$ cat src/logic/rv32i_types.sv
package rv32i_types;

    //////////////////////////////////////////////////
    // widths with a meaning of their own
    //////////////////////////////////////////////////

    typedef logic [4:0]  arch_reg_t;   // architectural register index.
    typedef logic [31:0] inst_word_t;  // raw fetched instruction.
    typedef logic [31:0] imm_t;        // immediate after sign extension.

    localparam int PHYS_REG_BITS_DEFAULT = 6;

    // funct7 that marks the M extension inside op_reg.
    localparam logic [6:0] FUNCT7_MULDIV = 7'b0000001;

    //////////////////////////////////////////////////
    // encodings
    //////////////////////////////////////////////////

    typedef enum logic [6:0] {
        op_lui   = 7'b0110111,
        op_auipc = 7'b0010111,
        op_jal   = 7'b1101111,
        op_jalr  = 7'b1100111,
        op_br    = 7'b1100011,
        op_load  = 7'b0000011,
        op_store = 7'b0100011,
        op_imm   = 7'b0010011,
        op_reg   = 7'b0110011
    } rv32i_opcode_t;

    typedef enum logic [2:0] {
        mult_div_f3_mul    = 3'b000,
        mult_div_f3_mulh   = 3'b001,
        mult_div_f3_mulhsu = 3'b010,
        mult_div_f3_mulhu  = 3'b011,
        mult_div_f3_div    = 3'b100,
        mult_div_f3_divu   = 3'b101,
        mult_div_f3_rem    = 3'b110,
        mult_div_f3_remu   = 3'b111
    } mult_div_f3_t;

    // target reservation station of a dispatched instruction.
    typedef enum logic [1:0] {
        rs_add = 2'b00,
        rs_mul = 2'b01,
        rs_div = 2'b10
    } rs_sel_t;

    // every field the stations may need, decoded once at dispatch.
    typedef struct packed {
        logic [6:0] opcode;
        logic [2:0] funct3;
        logic [6:0] funct7;
        imm_t       i_imm;
        imm_t       s_imm;
        imm_t       b_imm;
        imm_t       u_imm;
        imm_t       j_imm;
        arch_reg_t  rd_s;
        arch_reg_t  rs1_s;
        arch_reg_t  rs2_s;
    } decode_info_t;

endpackage : rv32i_types

$ cat src/logic/free_list.sv
`timescale 1ns/1ps

module free_list #(
    parameter int PHYS_REG_BITS = rv32i_types::PHYS_REG_BITS_DEFAULT
) (
    input  logic                     clk,
    input  logic                     reset,
    input  logic                     alloc,
    output logic [PHYS_REG_BITS-1:0] free_preg,
    output logic                     fl_empty,
    input  logic                     commit_valid,
    input  logic [PHYS_REG_BITS-1:0] commit_preg
);

    // the first 32 physical registers back the reset identity map.
    localparam int NUM_FREE = (2 ** PHYS_REG_BITS) - 32;
    localparam int PTR_BITS = (NUM_FREE > 1) ? $clog2(NUM_FREE) : 1;
    localparam int CNT_BITS = $clog2(NUM_FREE + 1);

    typedef logic [PHYS_REG_BITS-1:0] preg_t;
    typedef logic [PTR_BITS-1:0]      ptr_t;
    typedef logic [CNT_BITS-1:0]      cnt_t;

    preg_t mem [NUM_FREE];
    ptr_t  head;
    ptr_t  tail;
    cnt_t  count;
    logic  push;
    logic  pop;

    function automatic ptr_t next_ptr(input ptr_t p);
        return (p == ptr_t'(NUM_FREE - 1)) ? '0 : p + ptr_t'(1);
    endfunction

    assign fl_empty  = (count == '0);
    assign free_preg = mem[head];  // offered to dispatch before it is taken.
    assign pop       = alloc && !fl_empty;
    assign push      = commit_valid && (count != cnt_t'(NUM_FREE));

    //////////////////////////////////////////////////
    // storage and pointers
    //////////////////////////////////////////////////

    always_ff @(posedge clk) begin
        if (reset) begin
            // the list starts full with 32 and up in ascending order.
            for (int i = 0; i < NUM_FREE; i++) begin
                mem[i] <= preg_t'(32 + i);
            end
            head  <= '0;
            tail  <= '0;  // full, so the tail has wrapped onto the head.
            count <= cnt_t'(NUM_FREE);
        end else begin
            if (push) begin
                mem[tail] <= commit_preg;
                tail      <= next_ptr(tail);
            end
            if (pop) head <= next_ptr(head);
            case ({push, pop})
                2'b10:   count <= count + cnt_t'(1);
                2'b01:   count <= count - cnt_t'(1);
                default: count <= count;
            endcase
        end
    end

endmodule : free_list

$ cat src/logic/inst_queue.sv
`timescale 1ns/1ps

module inst_queue #(
    parameter int IQ_DEPTH = 8
) (
    input  logic                    clk,
    input  logic                    reset,
    input  logic                    inst_valid,
    input  rv32i_types::inst_word_t inst,
    output logic                    inst_ready,
    input  logic                    dequeue,
    output rv32i_types::inst_word_t head_inst,
    output logic                    iq_empty
);

    localparam int PTR_BITS = (IQ_DEPTH > 1) ? $clog2(IQ_DEPTH) : 1;
    localparam int CNT_BITS = $clog2(IQ_DEPTH + 1);

    typedef logic [PTR_BITS-1:0] ptr_t;
    typedef logic [CNT_BITS-1:0] cnt_t;

    rv32i_types::inst_word_t mem [IQ_DEPTH];
    ptr_t wr_ptr;
    ptr_t rd_ptr;
    cnt_t count;
    logic push;
    logic pop;

    // pointers wrap explicitly so the depth need not be a power of two.
    function automatic ptr_t next_ptr(input ptr_t p);
        return (p == ptr_t'(IQ_DEPTH - 1)) ? '0 : p + ptr_t'(1);
    endfunction

    assign inst_ready = (count != cnt_t'(IQ_DEPTH)); // full queue refuses the push.
    assign iq_empty   = (count == '0);
    assign push       = inst_valid && inst_ready;
    assign pop        = dequeue && !iq_empty;
    assign head_inst  = mem[rd_ptr];  // the head is read combinationally.

    always_ff @(posedge clk) begin
        if (push) begin
            mem[wr_ptr] <= inst;
        end
    end

    always_ff @(posedge clk) begin
        if (reset) begin
            wr_ptr <= '0;
            rd_ptr <= '0;
            count  <= '0;
        end else begin
            if (push) wr_ptr <= next_ptr(wr_ptr);
            if (pop) rd_ptr <= next_ptr(rd_ptr);
            case ({push, pop})
                2'b10:   count <= count + cnt_t'(1);
                2'b01:   count <= count - cnt_t'(1);
                default: count <= count;  // both or neither leave the level unchanged.
            endcase
        end
    end

endmodule : inst_queue

$ cat src/logic/rat.sv
`timescale 1ns/1ps

module rat #(
    parameter int PHYS_REG_BITS = rv32i_types::PHYS_REG_BITS_DEFAULT
) (
    input  logic                     clk,
    input  logic                     reset,

    // source lookup, answered in the same cycle.
    input  rv32i_types::arch_reg_t   rs1,
    input  rv32i_types::arch_reg_t   rs2,
    output logic [PHYS_REG_BITS-1:0] ps1,
    output logic [PHYS_REG_BITS-1:0] ps2,
    output logic                     ps1_valid,
    output logic                     ps2_valid,

    // destination rename.
    input  logic                     rat_we,
    input  rv32i_types::arch_reg_t   rd,
    input  logic [PHYS_REG_BITS-1:0] pd,

    // completion broadcast.
    input  logic                     cdb_valid,
    input  logic [PHYS_REG_BITS-1:0] cdb_preg
);

    localparam int NUM_PREGS = 2 ** PHYS_REG_BITS;

    typedef logic [PHYS_REG_BITS-1:0] preg_t;

    preg_t                map [32];
    logic [NUM_PREGS-1:0] ready;  // one bit per physical register.

    always_ff @(posedge clk) begin
        if (reset) begin
            for (int r = 0; r < 32; r++) begin
                map[r] <= preg_t'(r);
            end
            ready <= '1;
        end else begin
            if (cdb_valid) ready[cdb_preg] <= 1'b1;
            // r0 keeps physical 0 for good, so its map entry is never written.
            if (rat_we && (rd != '0)) begin
                map[rd]   <= pd;
                ready[pd] <= 1'b0;  // the new value is still in flight.
            end
        end
    end

    // reads see the old map, so a source equal to rd gets the previous producer.
    assign ps1 = map[rs1];
    assign ps2 = map[rs2];

    // a broadcast of the looked-up register counts as ready right away.
    assign ps1_valid = (rs1 == '0) || ready[ps1] || (cdb_valid && (cdb_preg == ps1));
    assign ps2_valid = (rs2 == '0) || ready[ps2] || (cdb_valid && (cdb_preg == ps2));

endmodule : rat

$ cat src/logic/rename_dispatch.sv
`timescale 1ns/1ps

module rename_dispatch #(
    parameter int PHYS_REG_BITS = rv32i_types::PHYS_REG_BITS_DEFAULT
) (
    // instruction queue head.
    input  rv32i_types::inst_word_t   head_inst,
    input  logic                      iq_empty,
    output logic                      dequeue,

    // free list.
    input  logic [PHYS_REG_BITS-1:0]  free_preg,
    input  logic                      fl_empty,
    output logic                      alloc,

    // register alias table.
    output rv32i_types::arch_reg_t    rs1,
    output rv32i_types::arch_reg_t    rs2,
    input  logic [PHYS_REG_BITS-1:0]  ps1,
    input  logic [PHYS_REG_BITS-1:0]  ps2,
    input  logic                      ps1_valid,
    input  logic                      ps2_valid,
    output logic                      rat_we,
    output rv32i_types::arch_reg_t    rd,
    output logic [PHYS_REG_BITS-1:0]  pd,

    // back-pressure from the ROB and the stations.
    input  logic                      rob_full,
    input  logic                      rs_full_add,
    input  logic                      rs_full_mul,
    input  logic                      rs_full_div,
    input  logic [PHYS_REG_BITS-1:0]  rob_num,

    // dispatch packet.
    output logic                      dispatch_valid,
    output rv32i_types::rs_sel_t      rs_select,
    output rv32i_types::decode_info_t decode_info,
    output logic [PHYS_REG_BITS-1:0]  ps1_out,
    output logic [PHYS_REG_BITS-1:0]  ps2_out,
    output logic                      ps1_valid_out,
    output logic                      ps2_valid_out,
    output logic [PHYS_REG_BITS-1:0]  rob_num_out
);

    logic opcode_writes;  // the opcode has a destination register.
    logic writes_reg;
    logic station_full;
    logic fire;

    //////////////////////////////////////////////////
    // decode
    //////////////////////////////////////////////////

    always_comb begin
        decode_info.opcode = head_inst[6:0];
        decode_info.funct3 = head_inst[14:12];
        decode_info.funct7 = head_inst[31:25];
        decode_info.i_imm  = {{21{head_inst[31]}}, head_inst[30:20]};
        decode_info.s_imm  = {{21{head_inst[31]}}, head_inst[30:25], head_inst[11:7]};
        decode_info.b_imm  = {{20{head_inst[31]}}, head_inst[7], head_inst[30:25],
                              head_inst[11:8], 1'b0};
        decode_info.u_imm  = {head_inst[31:12], 12'h000};
        decode_info.j_imm  = {{12{head_inst[31]}}, head_inst[19:12], head_inst[20],
                              head_inst[30:21], 1'b0};
        decode_info.rd_s   = head_inst[11:7];
        decode_info.rs1_s  = head_inst[19:15];
        decode_info.rs2_s  = head_inst[24:20];
    end

    // only the M extension leaves the add station.
    always_comb begin
        rs_select = rv32i_types::rs_add;
        if ((decode_info.opcode == rv32i_types::op_reg) &&
            (decode_info.funct7 == rv32i_types::FUNCT7_MULDIV)) begin
            case (decode_info.funct3)
                rv32i_types::mult_div_f3_mul, rv32i_types::mult_div_f3_mulh,
                rv32i_types::mult_div_f3_mulhsu, rv32i_types::mult_div_f3_mulhu:
                    rs_select = rv32i_types::rs_mul;
                rv32i_types::mult_div_f3_div, rv32i_types::mult_div_f3_divu,
                rv32i_types::mult_div_f3_rem, rv32i_types::mult_div_f3_remu:
                    rs_select = rv32i_types::rs_div;
                default: rs_select = rv32i_types::rs_add;
            endcase
        end
    end

    always_comb begin
        case (decode_info.opcode)
            rv32i_types::op_lui, rv32i_types::op_auipc, rv32i_types::op_jal,
            rv32i_types::op_jalr, rv32i_types::op_load, rv32i_types::op_imm,
            rv32i_types::op_reg:                      opcode_writes = 1'b1;
            rv32i_types::op_br, rv32i_types::op_store: opcode_writes = 1'b0;
            default:                                  opcode_writes = 1'b0;
        endcase
    end

    //////////////////////////////////////////////////
    // stall check and rename
    //////////////////////////////////////////////////

    always_comb begin
        case (rs_select)
            rv32i_types::rs_mul: station_full = rs_full_mul;
            rv32i_types::rs_div: station_full = rs_full_div;
            default:             station_full = rs_full_add;
        endcase
    end

    assign writes_reg = opcode_writes && (decode_info.rd_s != '0); // writes to r0 are dropped.

    // an empty free list only blocks instructions that need a new register.
    assign fire = !iq_empty && !rob_full && !station_full && (!writes_reg || !fl_empty);

    assign dequeue        = fire;
    assign dispatch_valid = fire;
    assign alloc          = fire && writes_reg;
    assign rat_we         = fire && writes_reg;

    assign rs1 = decode_info.rs1_s;
    assign rs2 = decode_info.rs2_s;
    assign rd  = decode_info.rd_s;
    assign pd  = writes_reg ? free_preg : '0;

    assign ps1_out       = ps1;
    assign ps2_out       = ps2;
    assign ps1_valid_out = ps1_valid;
    assign ps2_valid_out = ps2_valid;
    assign rob_num_out   = rob_num;  // the ROB slot travels with the packet.

endmodule : rename_dispatch

$ cat src/logic/rename_unit.sv
`timescale 1ns/1ps

module rename_unit #(
    parameter int PHYS_REG_BITS = rv32i_types::PHYS_REG_BITS_DEFAULT,
    parameter int IQ_DEPTH      = 8
) (
    input  logic                      clk,
    input  logic                      reset,

    input  logic                      inst_valid,
    input  rv32i_types::inst_word_t   inst,
    output logic                      inst_ready,

    input  logic                      cdb_valid,
    input  logic [PHYS_REG_BITS-1:0]  cdb_preg,
    input  logic                      commit_valid,
    input  logic [PHYS_REG_BITS-1:0]  commit_preg,

    input  logic                      rob_full,
    input  logic                      rs_full_add,
    input  logic                      rs_full_mul,
    input  logic                      rs_full_div,
    input  logic [PHYS_REG_BITS-1:0]  rob_num,

    output logic                      dispatch_valid,
    output rv32i_types::rs_sel_t      rs_select,
    output rv32i_types::decode_info_t decode_info,
    output logic [PHYS_REG_BITS-1:0]  pd,
    output logic [PHYS_REG_BITS-1:0]  ps1,
    output logic [PHYS_REG_BITS-1:0]  ps2,
    output logic                      ps1_valid,
    output logic                      ps2_valid,
    output logic [PHYS_REG_BITS-1:0]  rob_num_out
);

    typedef logic [PHYS_REG_BITS-1:0] preg_t;

    // everything a station receives for one instruction.
    typedef struct packed {
        logic                      valid;
        rv32i_types::rs_sel_t      rs_select;
        rv32i_types::decode_info_t decode_info;
        preg_t                     pd;
        preg_t                     ps1;
        preg_t                     ps2;
        logic                      ps1_valid;
        logic                      ps2_valid;
        preg_t                     rob_num;
    } dispatch_pkt_t;

    wire dispatch_pkt_t       pkt;
    rv32i_types::inst_word_t  head_inst;
    logic                     iq_empty;
    logic                     dequeue;
    preg_t                    free_preg;
    logic                     fl_empty;
    logic                     alloc;
    rv32i_types::arch_reg_t   rs1;
    rv32i_types::arch_reg_t   rs2;
    rv32i_types::arch_reg_t   rd;
    preg_t                    rat_ps1;
    preg_t                    rat_ps2;
    logic                     rat_ps1_valid;
    logic                     rat_ps2_valid;
    logic                     rat_we;

    //////////////////////////////////////////////////
    // blocks
    //////////////////////////////////////////////////

    inst_queue #(.IQ_DEPTH(IQ_DEPTH)) inst_queue_inst (
        .clk, .reset, .inst_valid, .inst, .inst_ready,
        .dequeue, .head_inst, .iq_empty
    );

    free_list #(.PHYS_REG_BITS(PHYS_REG_BITS)) free_list_inst (
        .clk, .reset, .alloc, .free_preg, .fl_empty, .commit_valid, .commit_preg
    );

    rat #(.PHYS_REG_BITS(PHYS_REG_BITS)) rat_inst (
        .clk, .reset, .rs1, .rs2,
        .ps1(rat_ps1), .ps2(rat_ps2), .ps1_valid(rat_ps1_valid), .ps2_valid(rat_ps2_valid),
        .rat_we, .rd, .pd(pkt.pd), .cdb_valid, .cdb_preg
    );

    rename_dispatch #(.PHYS_REG_BITS(PHYS_REG_BITS)) rename_dispatch_inst (
        .head_inst, .iq_empty, .dequeue, .free_preg, .fl_empty, .alloc,
        .rs1, .rs2, .ps1(rat_ps1), .ps2(rat_ps2),
        .ps1_valid(rat_ps1_valid), .ps2_valid(rat_ps2_valid),
        .rat_we, .rd, .pd(pkt.pd),
        .rob_full, .rs_full_add, .rs_full_mul, .rs_full_div, .rob_num,
        .dispatch_valid(pkt.valid), .rs_select(pkt.rs_select),
        .decode_info(pkt.decode_info),
        .ps1_out(pkt.ps1), .ps2_out(pkt.ps2),
        .ps1_valid_out(pkt.ps1_valid), .ps2_valid_out(pkt.ps2_valid),
        .rob_num_out(pkt.rob_num)
    );

    // the packet leaves the unit as separate fields.
    assign dispatch_valid = pkt.valid;
    assign rs_select      = pkt.rs_select;
    assign decode_info    = pkt.decode_info;
    assign pd             = pkt.pd;
    assign ps1            = pkt.ps1;
    assign ps2            = pkt.ps2;
    assign ps1_valid      = pkt.ps1_valid;
    assign ps2_valid      = pkt.ps2_valid;
    assign rob_num_out    = pkt.rob_num;

endmodule : rename_unit

$ cat config.mk
export PLATFORM = sky130hd
export DESIGN_NAME = rename_unit
export DESIGN_NICKNAME = d
export VERILOG_FILES = /design/src/logic/rv32i_types.sv /design/src/logic/free_list.sv /design/src/logic/inst_queue.sv /design/src/logic/rat.sv /design/src/logic/rename_dispatch.sv /design/src/logic/rename_unit.sv
export SDC_FILE = /design/constraint.sdc
export NUM_CORES = 1
export LEC_CHECK = 0
export BUFFER_PORTS_ARGS = -buffer_cell sky130_fd_sc_hd__buf_2
export CELL_PAD_IN_SITES_DETAIL_PLACEMENT = 1
export CELL_PAD_IN_SITES_GLOBAL_PLACEMENT = 2
export CORE_MARGIN = 2
export CORE_UTILIZATION = 43
export DETAILED_ROUTE_END_ITERATION = 16
export GPL_TIMING_DRIVEN = 0
export PLACE_DENSITY = 0.79
export SYNTH_ARGS = -nofsm -noshare
export SYNTH_HDL_FRONTEND = slang
export SYNTH_SLANG_ARGS = --single-unit
$ cat constraint.sdc
create_clock -name clk -period 6.2 [get_ports clk]
set_input_delay 0.31 -clock clk [delete_from_list [all_inputs] [get_ports clk]]
set_output_delay 0.31 -clock clk [all_outputs]
set_load 0.02 [all_outputs]
# Yosys cells after proc, flatten, opt, wreduce, memory -nomap -nowiden
# Memories as Yosys holds them, arrays and structs flattened. A register that Yosys moved wholly into a read port is not among the register bits.
# Index checks and enable logic that the tools add are counted.
[totals]
romBits = 16
reg_bits = 90
elab_cells = 126
inputBits = 59
memories = 4
output_inout_bits = 222
ramBits = 640
[memory_table]
columns = ["name", "words", "word_bits", "rd", "rd_clocked_by_memory_dff", "write_ports", "line_no", "rtl"]
rows = [
  ["inst_queue_inst.mem", 8, 32, 1, 1, 1, "inst_queue.sv:22", "rv32i_types::inst_word_t mem [IQ_DEPTH];"],
  ["free_list_inst.mem", 32, 6, 1, 1, 32, "free_list.sv:24", "preg_t mem [NUM_FREE];"],
  ["rat_inst.map", 32, 6, 2, 0, 32, "rat.sv:31", "preg_t map [32];"],
  ["(no name shown)", 8, 2, 1, 0, 0, "rename_dispatch.sv:75", "case (decode_info.funct3)"],
]
[op_classes]
bitwise = 3
magnitude_cmp = 6
mux = 41
addsub = 8
n_reduce_logical = 35
eq_ne = 22
[ops]
columns = ["operator", "n"]
rows = [
  ["$mux 64", 3],
  ["$and 64x64->64", 1],
  ["$not 64->64", 1],
  ["$or 64x64->64", 1],
  ["$mux 5", 6],
  ["$lt 6x7->1 const B", 4],
  ["$mux 6", 3],
  ["$mux 1", 17],
  ["$logic_and 1x1->1", 15],
  ["$eq 7x5->1 const B", 2],
  ["$eq 7x6->1 const B", 2],
  ["$eq 7x7->1 const B", 2],
  ["$bmux 1 s6", 2],
  ["$demux 1 s6", 2],
  ["$eq 6x6->1", 2],
  ["$ge 6x1->1 const B", 2],
  ["$mux 3", 4],
  ["$pmux 6 s2", 1],
  ["$reduce_or 6->1", 2],
  ["$add 5x1->5 const B", 2],
  ["$eq 5x5->1 const B", 2],
  ["$logic_not 5->1", 2],
  ["$pmux 4 s2", 1],
  ["$eq 7x1->1 const B", 1],
  ["20 further kinds", 35],
]

# Longest topological paths before layout
# Gate-level depths: netlist of the first run.
[depth]
ltp_word = 15
mapped_depth = 25
depth_no_buf = 19

# Modules after synthesis
# A second synthesis of the first run with hierarchy kept.
[hier_totals]
cells_unflattened = 2705
hier_area_um2 = 37434.7
[by_module_without_submodules]
columns = ["module", "area_per_inst_um2", "n_inst", "cells_per_inst"]
rows = [
  ["rat", 14699.1, 1, 1202],
  ["inst_queue", 10486.3, 1, 448],
  ["free_list", 10324.9, 1, 797],
  ["rename_dispatch", 1924.3, 1, 258],
]

# Worst setup path before layout of the first run
# OpenSTA, ideal clock, no wires.
[synth_path]
kind = "register -> register"
startpoint = "reg (tool-made name)"
endpoint = "reg free_list_inst.count[5]"
setup_time_ns = 0.132
arrival_ns = 5.028
stages_incl_launch_ff = 24
path_slack_ns = 1.040
n_path_buf = 5
period_less_slack_ns = 5.160
path_cell_list = "dfxtp_1 -> buf_6 -> buf_8 -> mux4_2 -> mux2_2 -> o21ai_0 -> nand2_1 -> nand2_1 -> o211ai_2 -> o311ai_1 -> or2_1 -> buf_2 -> buf_4 -> buf_2 -> inv_1 -> ha_1 -> ha_1 -> a21o_1 -> a21oi_1 -> o21bai_1 -> a21oi_1 -> xor2_1 -> nor3_1 -> or3b_2"
[synth_lines]
columns = ["element", "line_no", "rtl"]
rows = [
  ["to (signal assigned)", "free_list.sv:52", "count <= cnt_t'(NUM_FREE);"],
  ["to (signal assigned)", "free_list.sv:60", "2'b10: count <= count + cnt_t'(1);"],
  ["to (signal assigned)", "free_list.sv:61", "2'b01: count <= count - cnt_t'(1);"],
  ["to (decl)", "free_list.sv:27", "cnt_t count;"],
]

==> results.toml, run 1 <==
[floorplanning]
dieHeight_um = 299
core_sq_um = 86300
die_width_um = 299
die-area_sq_um = 89200
start_util = 0.432
io_pins = 281
fp-row-count = 108

[synthesis]
synth_top_area_frac = 0.515
synth.largest_area_cell = "edfxtp_1"
syn_area_per_cell_sq_um = 12.9
synth_cell_types = 110
ys_ff_latch = 738
synth_edf_count = 640
synth-seq-area-share = 0.567
synth_common_cells = "edfxtp_1, nand2_1, nor2_1"
ys.flop_type = "edfxtp_1"
yosys_warnings = 0
syn_inst = 2903
synth_area_sq_um = 37300
synth.most_common_cell = "edfxtp_1"
netlist_top_cells_area = "edfxtp_1, mux4_2, mux2i_1, dfxtp_1, buf_4"
async_flop_share = 0

[place]
port_buffers = 260
dp_hpwl_um = 99000
dp.cells = 4372
gp_congestion = 0.959

[detailed_routing]
wl_met1_um = 53500
totalWireLength_um = 135000
vias = 27200
met3_wirelength_um = 10200
top_layer = "met4"
first_iter_violations = 2729
drc_errors = 0
drtAntennaViolNets = 0
met2_length_um = 65900
dr.pass1.iters = 6
viasPerCell = 5.95
wl_per_cell_um = 29.6

[clock_network]
cts_buffers = 82
clkLatencyLatePin_ns = 0.65
cts_tree = "done"
clock_path_buffers = 3
cts-root-buf = "clkbuf_16"
htree_levels = 3
path_clk_slew_ns = 0.06
clock-sinks = 738

[grt]
antenna_found_initial = 3
grt_pass1_wl_um = 194000
grt_pass1_vias = 27900
grt_overflow = 0
grt_start_max_net_pins = 68
globalRouteTotalUtil = 0.299

[sta]
setup_tns_ns = 0
maxSlewHeadroom = 0.0527
skew_ns = 0.0200
timing.fmax_ghz = 0.163
layout_min_cycle_time_ns = 6.14
fin_crit_sh = 0.990
finalMaxSlewViolations = 0
setup_viol = 0
worst_pin_slew_ns = 1.42
hold_violations = 0

[hold_path]
hold_end = "free_list_inst.mem[0][5]$_SDFFCE_PN1P_"
hold_depth = 2
hp-start = "commit_preg[5]"
min_path_type = "input port to register"

[critical_path]
cp_max_fo = 10
cp.required_ns = 5.89
r2r_slack_ns = 0.25
cp-end-kind = "output pin"
crit_type = "register to output pin"
start_kind = "register"
worst_r2r_path_depth = 11
arrival_ns = 5.83
worstReg2RegEnd = "rat_inst.map[16][1]$_SDFFCE_PN0P_"

[pwr]
leakage_nw = 15.4
p_per_area_nw_per_um2 = 308
peakVddDrop_mv = 0.248

[finish]
layout.cells.non_filler = 4572
nets = 3429
drive_gt1_frac = 0.279
antenna_cells = 0
syn_to_final_growth_pct = 17.5

[flow_run]
cap_violations = 0

[status]
run_status = "finished, final reports clean"
[cell families (layout without fill, tap and decap cells)]
group,count (synthesis),in the layout,synth area share
adders and majority gates,21,21,0.00744
buffers and inverters,417,912,0.0717
DFF,738,738,0.567
muxes,382,382,0.157
other,1,20,0.000100
and+or+nand+nor,1026,1026,0.133
AOI/OAI and AO/OA,298,298,0.0587
xor gates and xnor gates,20,20,0.00469
[metal layers]
| metal | vias to the layer above | GRT usage |
|---|---|---|
| met5 | - | 0 |
| met4 | 0 | 0.120 |
| met3 | 280 | 0.0436 |
| met2 | 1232 | 0.500 |
| met1 | 14100 | 0.392 |
| li1 | 11600 | - |
[worst max path at each step]
stage	from	to	depth (start not counted)
2_1_floorplan	register	free_list_inst.count[5]$_SDFFE_PP1P_	23
3_3_place_gp	inst_queue_inst.count[0]$_SDFFE_PP0P_	inst_queue_inst.mem[4][19]$_DFFE_PP_	4
3_5_place_dp	register	rat_inst.map[18][1]$_SDFFCE_PN1P_	11
4_1_cts	register	ps1_valid	21
5_1_grt	register	ps1_valid	19
6_report	register	ps1_valid	21
[per-stage QoR]
stage	hold slack (ns)	worst slack (ns)	utilization	cell area, sq um	total power, mW
after floorplan	0.409	1.04	-	37400	7.59
after global placement	0.474	-2.27	0.465	40200	8.58
after detailed placement	0.482	-0.731	0.470	40600	8.63
after CTS	0.0250	0.000317	0.506	43700	13.5
after global routing	0.0586	-0.000430	0.508	43900	13.9
final	0.0454	0.0589	0.508	43900	13.5
[final cells by class]
cell class              count  area, sq um
multi-input cells        1767        13700
inverters                  45          188
clock buffers              95         2120
plain buffers             371         2540
repair buffers            344         2130
flip-flops and latches    738        21200
well taps                1155         1450
fillers                  8879        42500
clock inverters            57          522
[power by group]
| part | total (mW) | switching (mW) | internal (mW) | leakage [nW] |
|---|---|---|---|---|
| logic | 3.07 | 1.93 | 1.14 | 7.53 |
| registers | 5.56 | 0.0585 | 5.51 | 6.58 |
| clock network | 4.88 | 2.15 | 2.74 | 1.30 |
| total | 13.5 | 4.14 | 9.38 | 15.4 |
[placed cells by master (no fill, tap or decap), types with 82 or more instances in the layout]
master,count
buf_2,277
edfxtp_1,640
mux2i_1,196
dfxtp_1,98
a21oi_1,82
nand3_1,144
nor2_1,258
nand2_1,298
clkbuf_1,118
buf_4,209
clkbuf_16,83
mux4_2,126
[critical path, stage by stage, from the launching register on]
cell and delay, ns:
dfxtp_1 0.45, buf_4 0.27, buf_6 0.19, clkbuf_8 0.21, buf_4 0.25, mux4_2 0.23, buf_6 0.17, buf_6 0.20
clkbuf_4 0.32, buf_4 0.31, nand2_1 0.09, a32oi_1 0.37, nand4_1 0.26, nand4_1 0.15, buf_4 0.18, buf_4 0.28
mux2i_1 0.27, mux2i_1 0.20, o22ai_1 0.24, nor3_2 0.06, o21ai_2 0.23, buf_2 0.21
[sequential cells by signal, summed over array words and instances, names as in the netlist, named ones only]
signal                  cells
inst_queue_inst.wr_ptr      3
rat_inst.map              192
inst_queue_inst.count       4
inst_queue_inst.rd_ptr      3
free_list_inst.count        6
rat_inst.ready             64
free_list_inst.tail         5
inst_queue_inst.mem       256
free_list_inst.mem        192
free_list_inst.head         5
[repair_timing]
| item | in CTS | in global routing |
|---|---|---|
| hold buffers | 36 | 0 |
| resized for setup | 24 | 27 |
| setup endpoints to repair | 197 | 4 |
| setup buffers | 6 | 7 |
| endpoints found under the hold margin | 261 | 0 |
| pin swaps | 2 | 2 |
Power figures use the tool's default switching activity.
==> run 2, diff against run 1 <==
Settings changed: RECOVER_POWER set to 50.
==> run 2 against run 1 <==
  * The flow now finishes with violations (capacitance limit, slew limit)
  * Clock power about the same
  * Setup slack better by 0.0013 ns
  * Flip-flop and latch count unchanged
  * Total power down 0.12%
  * Cell count about the same
  * Clock-buffer cell count unchanged
  * First-iteration DRC count up 0.18%
  * Worst hold slack about the same
  * Critical endpoint unchanged
==> results.toml, run 2 (synthesized netlist as in run 1, its figures left out) <==
[status]
run_status = "finished with violations"
violations = "capacitance limit, slew limit"

[clock_network]
htree_levels = 3
cts_tree = "done"
path_clk_slew_ns = 0.06
clkLatencyLatePin_ns = 0.66
clock-sinks = 738
cts_buffers = 82
cts-root-buf = "clkbuf_16"
clock_path_buffers = 3

[pwr]
seqPwrFrac = 0.412
p_per_area_nw_per_um2 = 310
switching_share = 0.306
p_sw_mw = 4.13
leakage_nw = 15.1
pwr-share-clk = 0.362
peakVddDrop_mv = 0.236
intPower_mw = 9.37
p_comb_frac = 0.226

[detailed_routing]
wl_per_cell_um = 29.5
vias = 27200
drtAntennaViolNets = 0
first_iter_violations = 2734
dr.pass1.iters = 5
totalWireLength_um = 135000
drc_errors = 0
viasPerCell = 5.95

[critical_path]
cp_max_fo = 10
crit_type = "register to output pin"
arrival_ns = 5.83
cp-end-kind = "output pin"
start_kind = "register"
r2r_slack_ns = 0.19
cp.required_ns = 5.89

[place]
port_buffers = 260
dp.cells = 4372
dp_hpwl_um = 99000
gp_congestion = 0.959

[grt]
grt_pass1_wl_um = 194000
antenna_found_initial = 3
grt_start_max_net_pins = 68
grt_pass1_vias = 27900
grt_overflow = 0
globalRouteTotalUtil = 0.299

[finish]
layout.cells.non_filler = 4573
final_common_cell = "edfxtp_1"
nets = 3429
syn_to_final_growth_pct = 16.7
regMostFlops = "inst_queue_inst.mem"
fillers = 8926
drive_gt1_frac = 0.253
largest_reg_flops = 256
reg_top3 = "inst_queue_inst.mem x256, free_list_inst.mem x192, rat_inst.map x192"
layout_common_cells = "edfxtp_1, nand2_1, nor2_1, buf_2, clkbuf_1"
final_util = 0.504

[floorplanning]
core_sq_um = 86300
die-area_sq_um = 89200
io_pins = 281
start_util = 0.432
fp-row-count = 108
die_width_um = 299
dieHeight_um = 299

[sta]
layout_min_cycle_time_ns = 6.14
hold_violations = 0
maxSlewHeadroom = -0.308
setup_viol = 0
worst_pin_slew_ns = 1.94
whs_ns = 0.0454
finalMaxSlewViolations = 38
fin_crit_sh = 0.990
timing.fmax_ghz = 0.163
skew_ns = 0.0228

[hold_path]
min_path_type = "input port to register"

[flow_run]
cap_violations = 3
run 2: cell types whose count changed in the layout (fill, tap and decap cells not counted), moves of 4 or more:
| cell | change |
|---|---|
| buf_1 | -4 |
| buf_4 | -13 |
| buf_6 | -16 |
| buf_2 | -43 |
| clkbuf_1 | +79 |
| or2_2 | -7 |
| or2_0 | +7 |
run 2: routing by layer:
metal	wire, um	vias up	GRT usage
met3	9810	274	0.0436
met5	0	-	0
met4	5650	0	0.120
li1	-	11600	-
met2	65900	1232	0.500
met1	53700	14100	0.392
run 2: through the flow:
stage | setup slack (ns) | setup TNS (ns) | area (sq um) | power (mW)
after floorplan | 1.04 | 0 | 37400 | 7.59
after global placement | -2.27 | -275.63 | 40200 | 8.58
after detailed placement | -0.731 | -64.47 | 40600 | 8.63
after CTS | 0.000317 | 0 | 43700 | 13.5
after global routing | -0.000423 | -0.000423 | 43600 | 13.8
final | 0.0602 | 0 | 43600 | 13.5
run 2: critical path: stages, from the launching register on:
cell,delay [ns]
dfxtp_1,0.45
buf_4,0.27
buf_6,0.19
clkbuf_8,0.21
buf_4,0.25
mux4_2,0.23
buf_6,0.18
buf_6,0.20
clkbuf_4,0.33
buf_4,0.31
nand2_1,0.09
a32oi_1,0.37
nand4_1,0.26
nand4_1,0.15
buf_4,0.17
buf_4,0.28
mux2i_1,0.27
mux2i_1,0.21
o22ai_1,0.24
nor3_2,0.06
o21ai_2,0.22
buf_2,0.21
run 2: what timing repair did:
action | CTS | global route
buffers inserted | 6 | 7
endpoints found under the hold margin | 261 | 0
endpoints found under the setup margin | 197 | 4
hold buffers | 36 | 0
pin swaps | 2 | 2
gates resized for setup | 24 | 27
run 2: power groups by stage:
stage               combinational [mW]  sequential (mW)  clock, mW
floorplan                         1.95             5.64          0
global placement                  2.92             5.66          0
detailed placement                2.97             5.67          0
CTS                               3.02             5.56       4.92
global route                      3.18             5.57       5.09
finish                            3.05             5.56       4.89
run 2: final timing paths:
kind                                                              from                                endpoint  cells past startpoint
worst max register to register                                register       rat_inst.map[16][1]$_SDFFCE_PN0P_                     11
worst min-delay path                                    commit_preg[5]  free_list_inst.mem[0][5]$_SDFFCE_PN1P_                      2
worst max-delay path                                          register                               ps1_valid                     21
worst min register to register  inst_queue_inst.rd_ptr[2]$_SDFFE_PP0N_  inst_queue_inst.rd_ptr[2]$_SDFFE_PP0N_                      2
run 2: layout make-up:
type / count / area, sq um / area share
Tap cell: 1155 / 1450 / 0.0332
Timing Repair Buffer: 344 / 1860 / 0.0428
Antenna cell: 1 / 2.50 / 0.0000575
Inverter: 45 / 188 / 0.00431
Sequential cell: 738 / 21200 / 0.486
Clock buffer: 95 / 2120 / 0.0487
Buffer: 371 / 2540 / 0.0584
Multi-Input combinational cell: 1767 / 13700 / 0.314
Clock inverter: 57 / 522 / 0.0120
==> run 3, diff against run 2 <==
Settings changed: CORE_UTILIZATION 43 to 44, CTS_BUF_LIST set to sky130_fd_sc_hd__clkbuf_4 sky130_fd_sc_hd__clkbuf_8, MAX_ROUTING_LAYER set to met4, PLACE_DENSITY 0.79 to 0.81, SLEW_MARGIN set to 15.
==> run 3 against run 2 <==
  * The run still ends with capacitance limit, slew limit left
  * Utilization grew 1.6 points
  * Clock power shrank 5.9%
  * Highest routed layer unchanged
  * Non-clock buffer count grew 12
  * Register-to-register slack lost 0.16 ns
  * First-iteration DRC count shrank 2.5%
  * Sequential share of layout area shrank 0.077 points
  * Setup slack lost 0.027 ns
==> results.toml, run 3 (synthesized netlist as in run 1, its figures left out) <==
[sta]
setup_tns_ns = 0
rsz0062_at_grt = "true"
hold_violations = 0
skew_ns = 0.0533
maxSlewHeadroom = -0.119
fin_crit_sh = 0.995
finalMaxSlewViolations = 22
setup_viol = 0
whs_ns = 0.114
timing.fmax_ghz = 0.162
worst_pin_slew_ns = 1.68
layout_min_cycle_time_ns = 6.17

[status]
violations = "capacitance limit, slew limit"
run_status = "finished with violations"

[detailed_routing]
vias = 27800
totalWireLength_um = 137000
drc_errors = 0
drtAntennaViolNets = 0
viasPerCell = 6.00
first_iter_violations = 2665
dr.pass1.iters = 8
wl_per_cell_um = 29.5

[grt]
grt_pass1_vias = 28700
antenna_found_initial = 5
grt_overflow = 0
grt_start_max_net_pins = 58
globalRouteTotalUtil = 0.325
grt_pass1_wl_um = 198000

[critical_path]
cp-end-kind = "register"
start_kind = "register"
arrival_ns = 6.65
crit_chain = "clkdlybuf4s15_2 -> clkdlybuf4s15_2 -> clkbuf_2 -> clkbuf_1 -> mux4_2 -> mux4_2 -> mux2i_1 -> or2_2 -> clkbuf_1 -> clkbuf_1 -> nor2_1"
critical-path-top-delay-family = "buffers and inverters"
cp_common_cell = "clkbuf_1"
crit_type = "register to register"
path_buf_inv = 6
slowest_delay_ns = 0.84
cp_max_fo = 10
worst_path_max_delay_cell = "clkbuf_1"
cp.required_ns = 6.68

[finish]
layout_common_cells = "edfxtp_1, nand2_1, nor2_1, buf_2, buf_4"
drive_gt1_frac = 0.277
reg_top3 = "inst_queue_inst.mem x256, free_list_inst.mem x192, rat_inst.map x192"
final_util = 0.520
final_common_cell = "edfxtp_1"
layout.cells.non_filler = 4643
largest_reg_flops = 256
regMostFlops = "inst_queue_inst.mem"
syn_to_final_growth_pct = 16.9
nets = 3489

[pwr]
intPower_mw = 9.14
switching_share = 0.311
peakVddDrop_mv = 0.237
p_per_area_nw_per_um2 = 304
pwr-share-clk = 0.347
p_sw_mw = 4.13
p_total_mw = 13.3
seqPwrFrac = 0.420
p_comb_frac = 0.233
leakage_nw = 15.2

[clock_network]
cts-root-buf = "clkbuf_8"
clock_path_buffers = 3
htree_levels = 4
clock-sinks = 738
cts_buffers = 130
cts_tree = "done"
path_clk_slew_ns = 0.06
clkLatencyLatePin_ns = 0.82

[place]
port_buffers = 260
dp_hpwl_um = 99500
gp_congestion = 0.944
dp.cells = 4357

[floorplanning]
die-area_sq_um = 87200
fp-row-count = 106
die_width_um = 295
io_pins = 281
start_util = 0.445
core_sq_um = 83800
dieHeight_um = 295

[hold_path]
min_path_type = "input port to register"

[flow_run]
cap_violations = 1
## run 3: routing by layer
layer | vias up | share of wire | track usage
met2 | 1398 | 0.48 | 0.518
met4 | 0 | 0.042 | 0.141
met1 | 14400 | 0.40 | 0.410
met5 | - | 0 | -
met3 | 314 | 0.077 | 0.0548
li1 | 11800 | - | -
## run 3: final cells by class
class	instances	area, sq um
clock inverters	50	390
flip-flops and latches	738	21200
fillers	8766	40200
diodes	5	12.5
inverters	45	184
well taps	1134	1420
clock buffers	177	2160
plain buffers	372	2570
repair buffers	355	1950
multi-input cells	1767	13800
## run 3: timing repair
action	CTS	global route
buffers inserted	9	6
pin swaps	7	8
hold endpoints to repair	270	0
gates resized for setup	36	34
setup endpoints to repair	147	4
hold buffers	39	0
## run 3: worst paths after layout
check                                                    startpoint                                endpoint  depth (start not counted)  slack, ns
worst max-delay path                                       register       rat_inst.map[13][1]$_SDFFCE_PN0P_                         11       0.03
worst min-delay path                                    rs_full_add  inst_queue_inst.rd_ptr[0]$_SDFFE_PP0N_                          5       0.11
worst max register to register                             register       rat_inst.map[13][1]$_SDFFCE_PN0P_                         11       0.03
worst min register to register  free_list_inst.head[4]$_SDFFE_PP0N_     free_list_inst.head[4]$_SDFFE_PP0N_                          2       0.49
## run 3: power by group through the flow
stage	registers [mW]	logic [mW]	clock network, mW
4_1_cts	5.57	3.04	4.64
3_3_place_gp	5.67	2.91	0
3_5_place_dp	5.67	2.96	0
2_1_floorplan	5.64	1.95	0
5_1_grt	5.57	3.21	4.85
6_report	5.57	3.10	4.60
## run 3: worst reg2reg max path: cells and delay by family, from the launching register on
| kind | cells | cell delay [ns] |
|---|---|---|
| mux | 3 | 1.17 |
| buf+inv | 6 | 3.98 |
| simple gates | 2 | 0.30 |
| flops | 1 | 0.41 |
## run 3: per-stage QoR
stage | setup slack [ns] | cell area, sq um
CTS | 0.00964 | 43700
global placement | -2.31 | 40100
finish | 0.0334 | 43600
detailed placement | -0.602 | 40500
global route | -0.0453 | 43600
floorplan | 1.04 | 37400
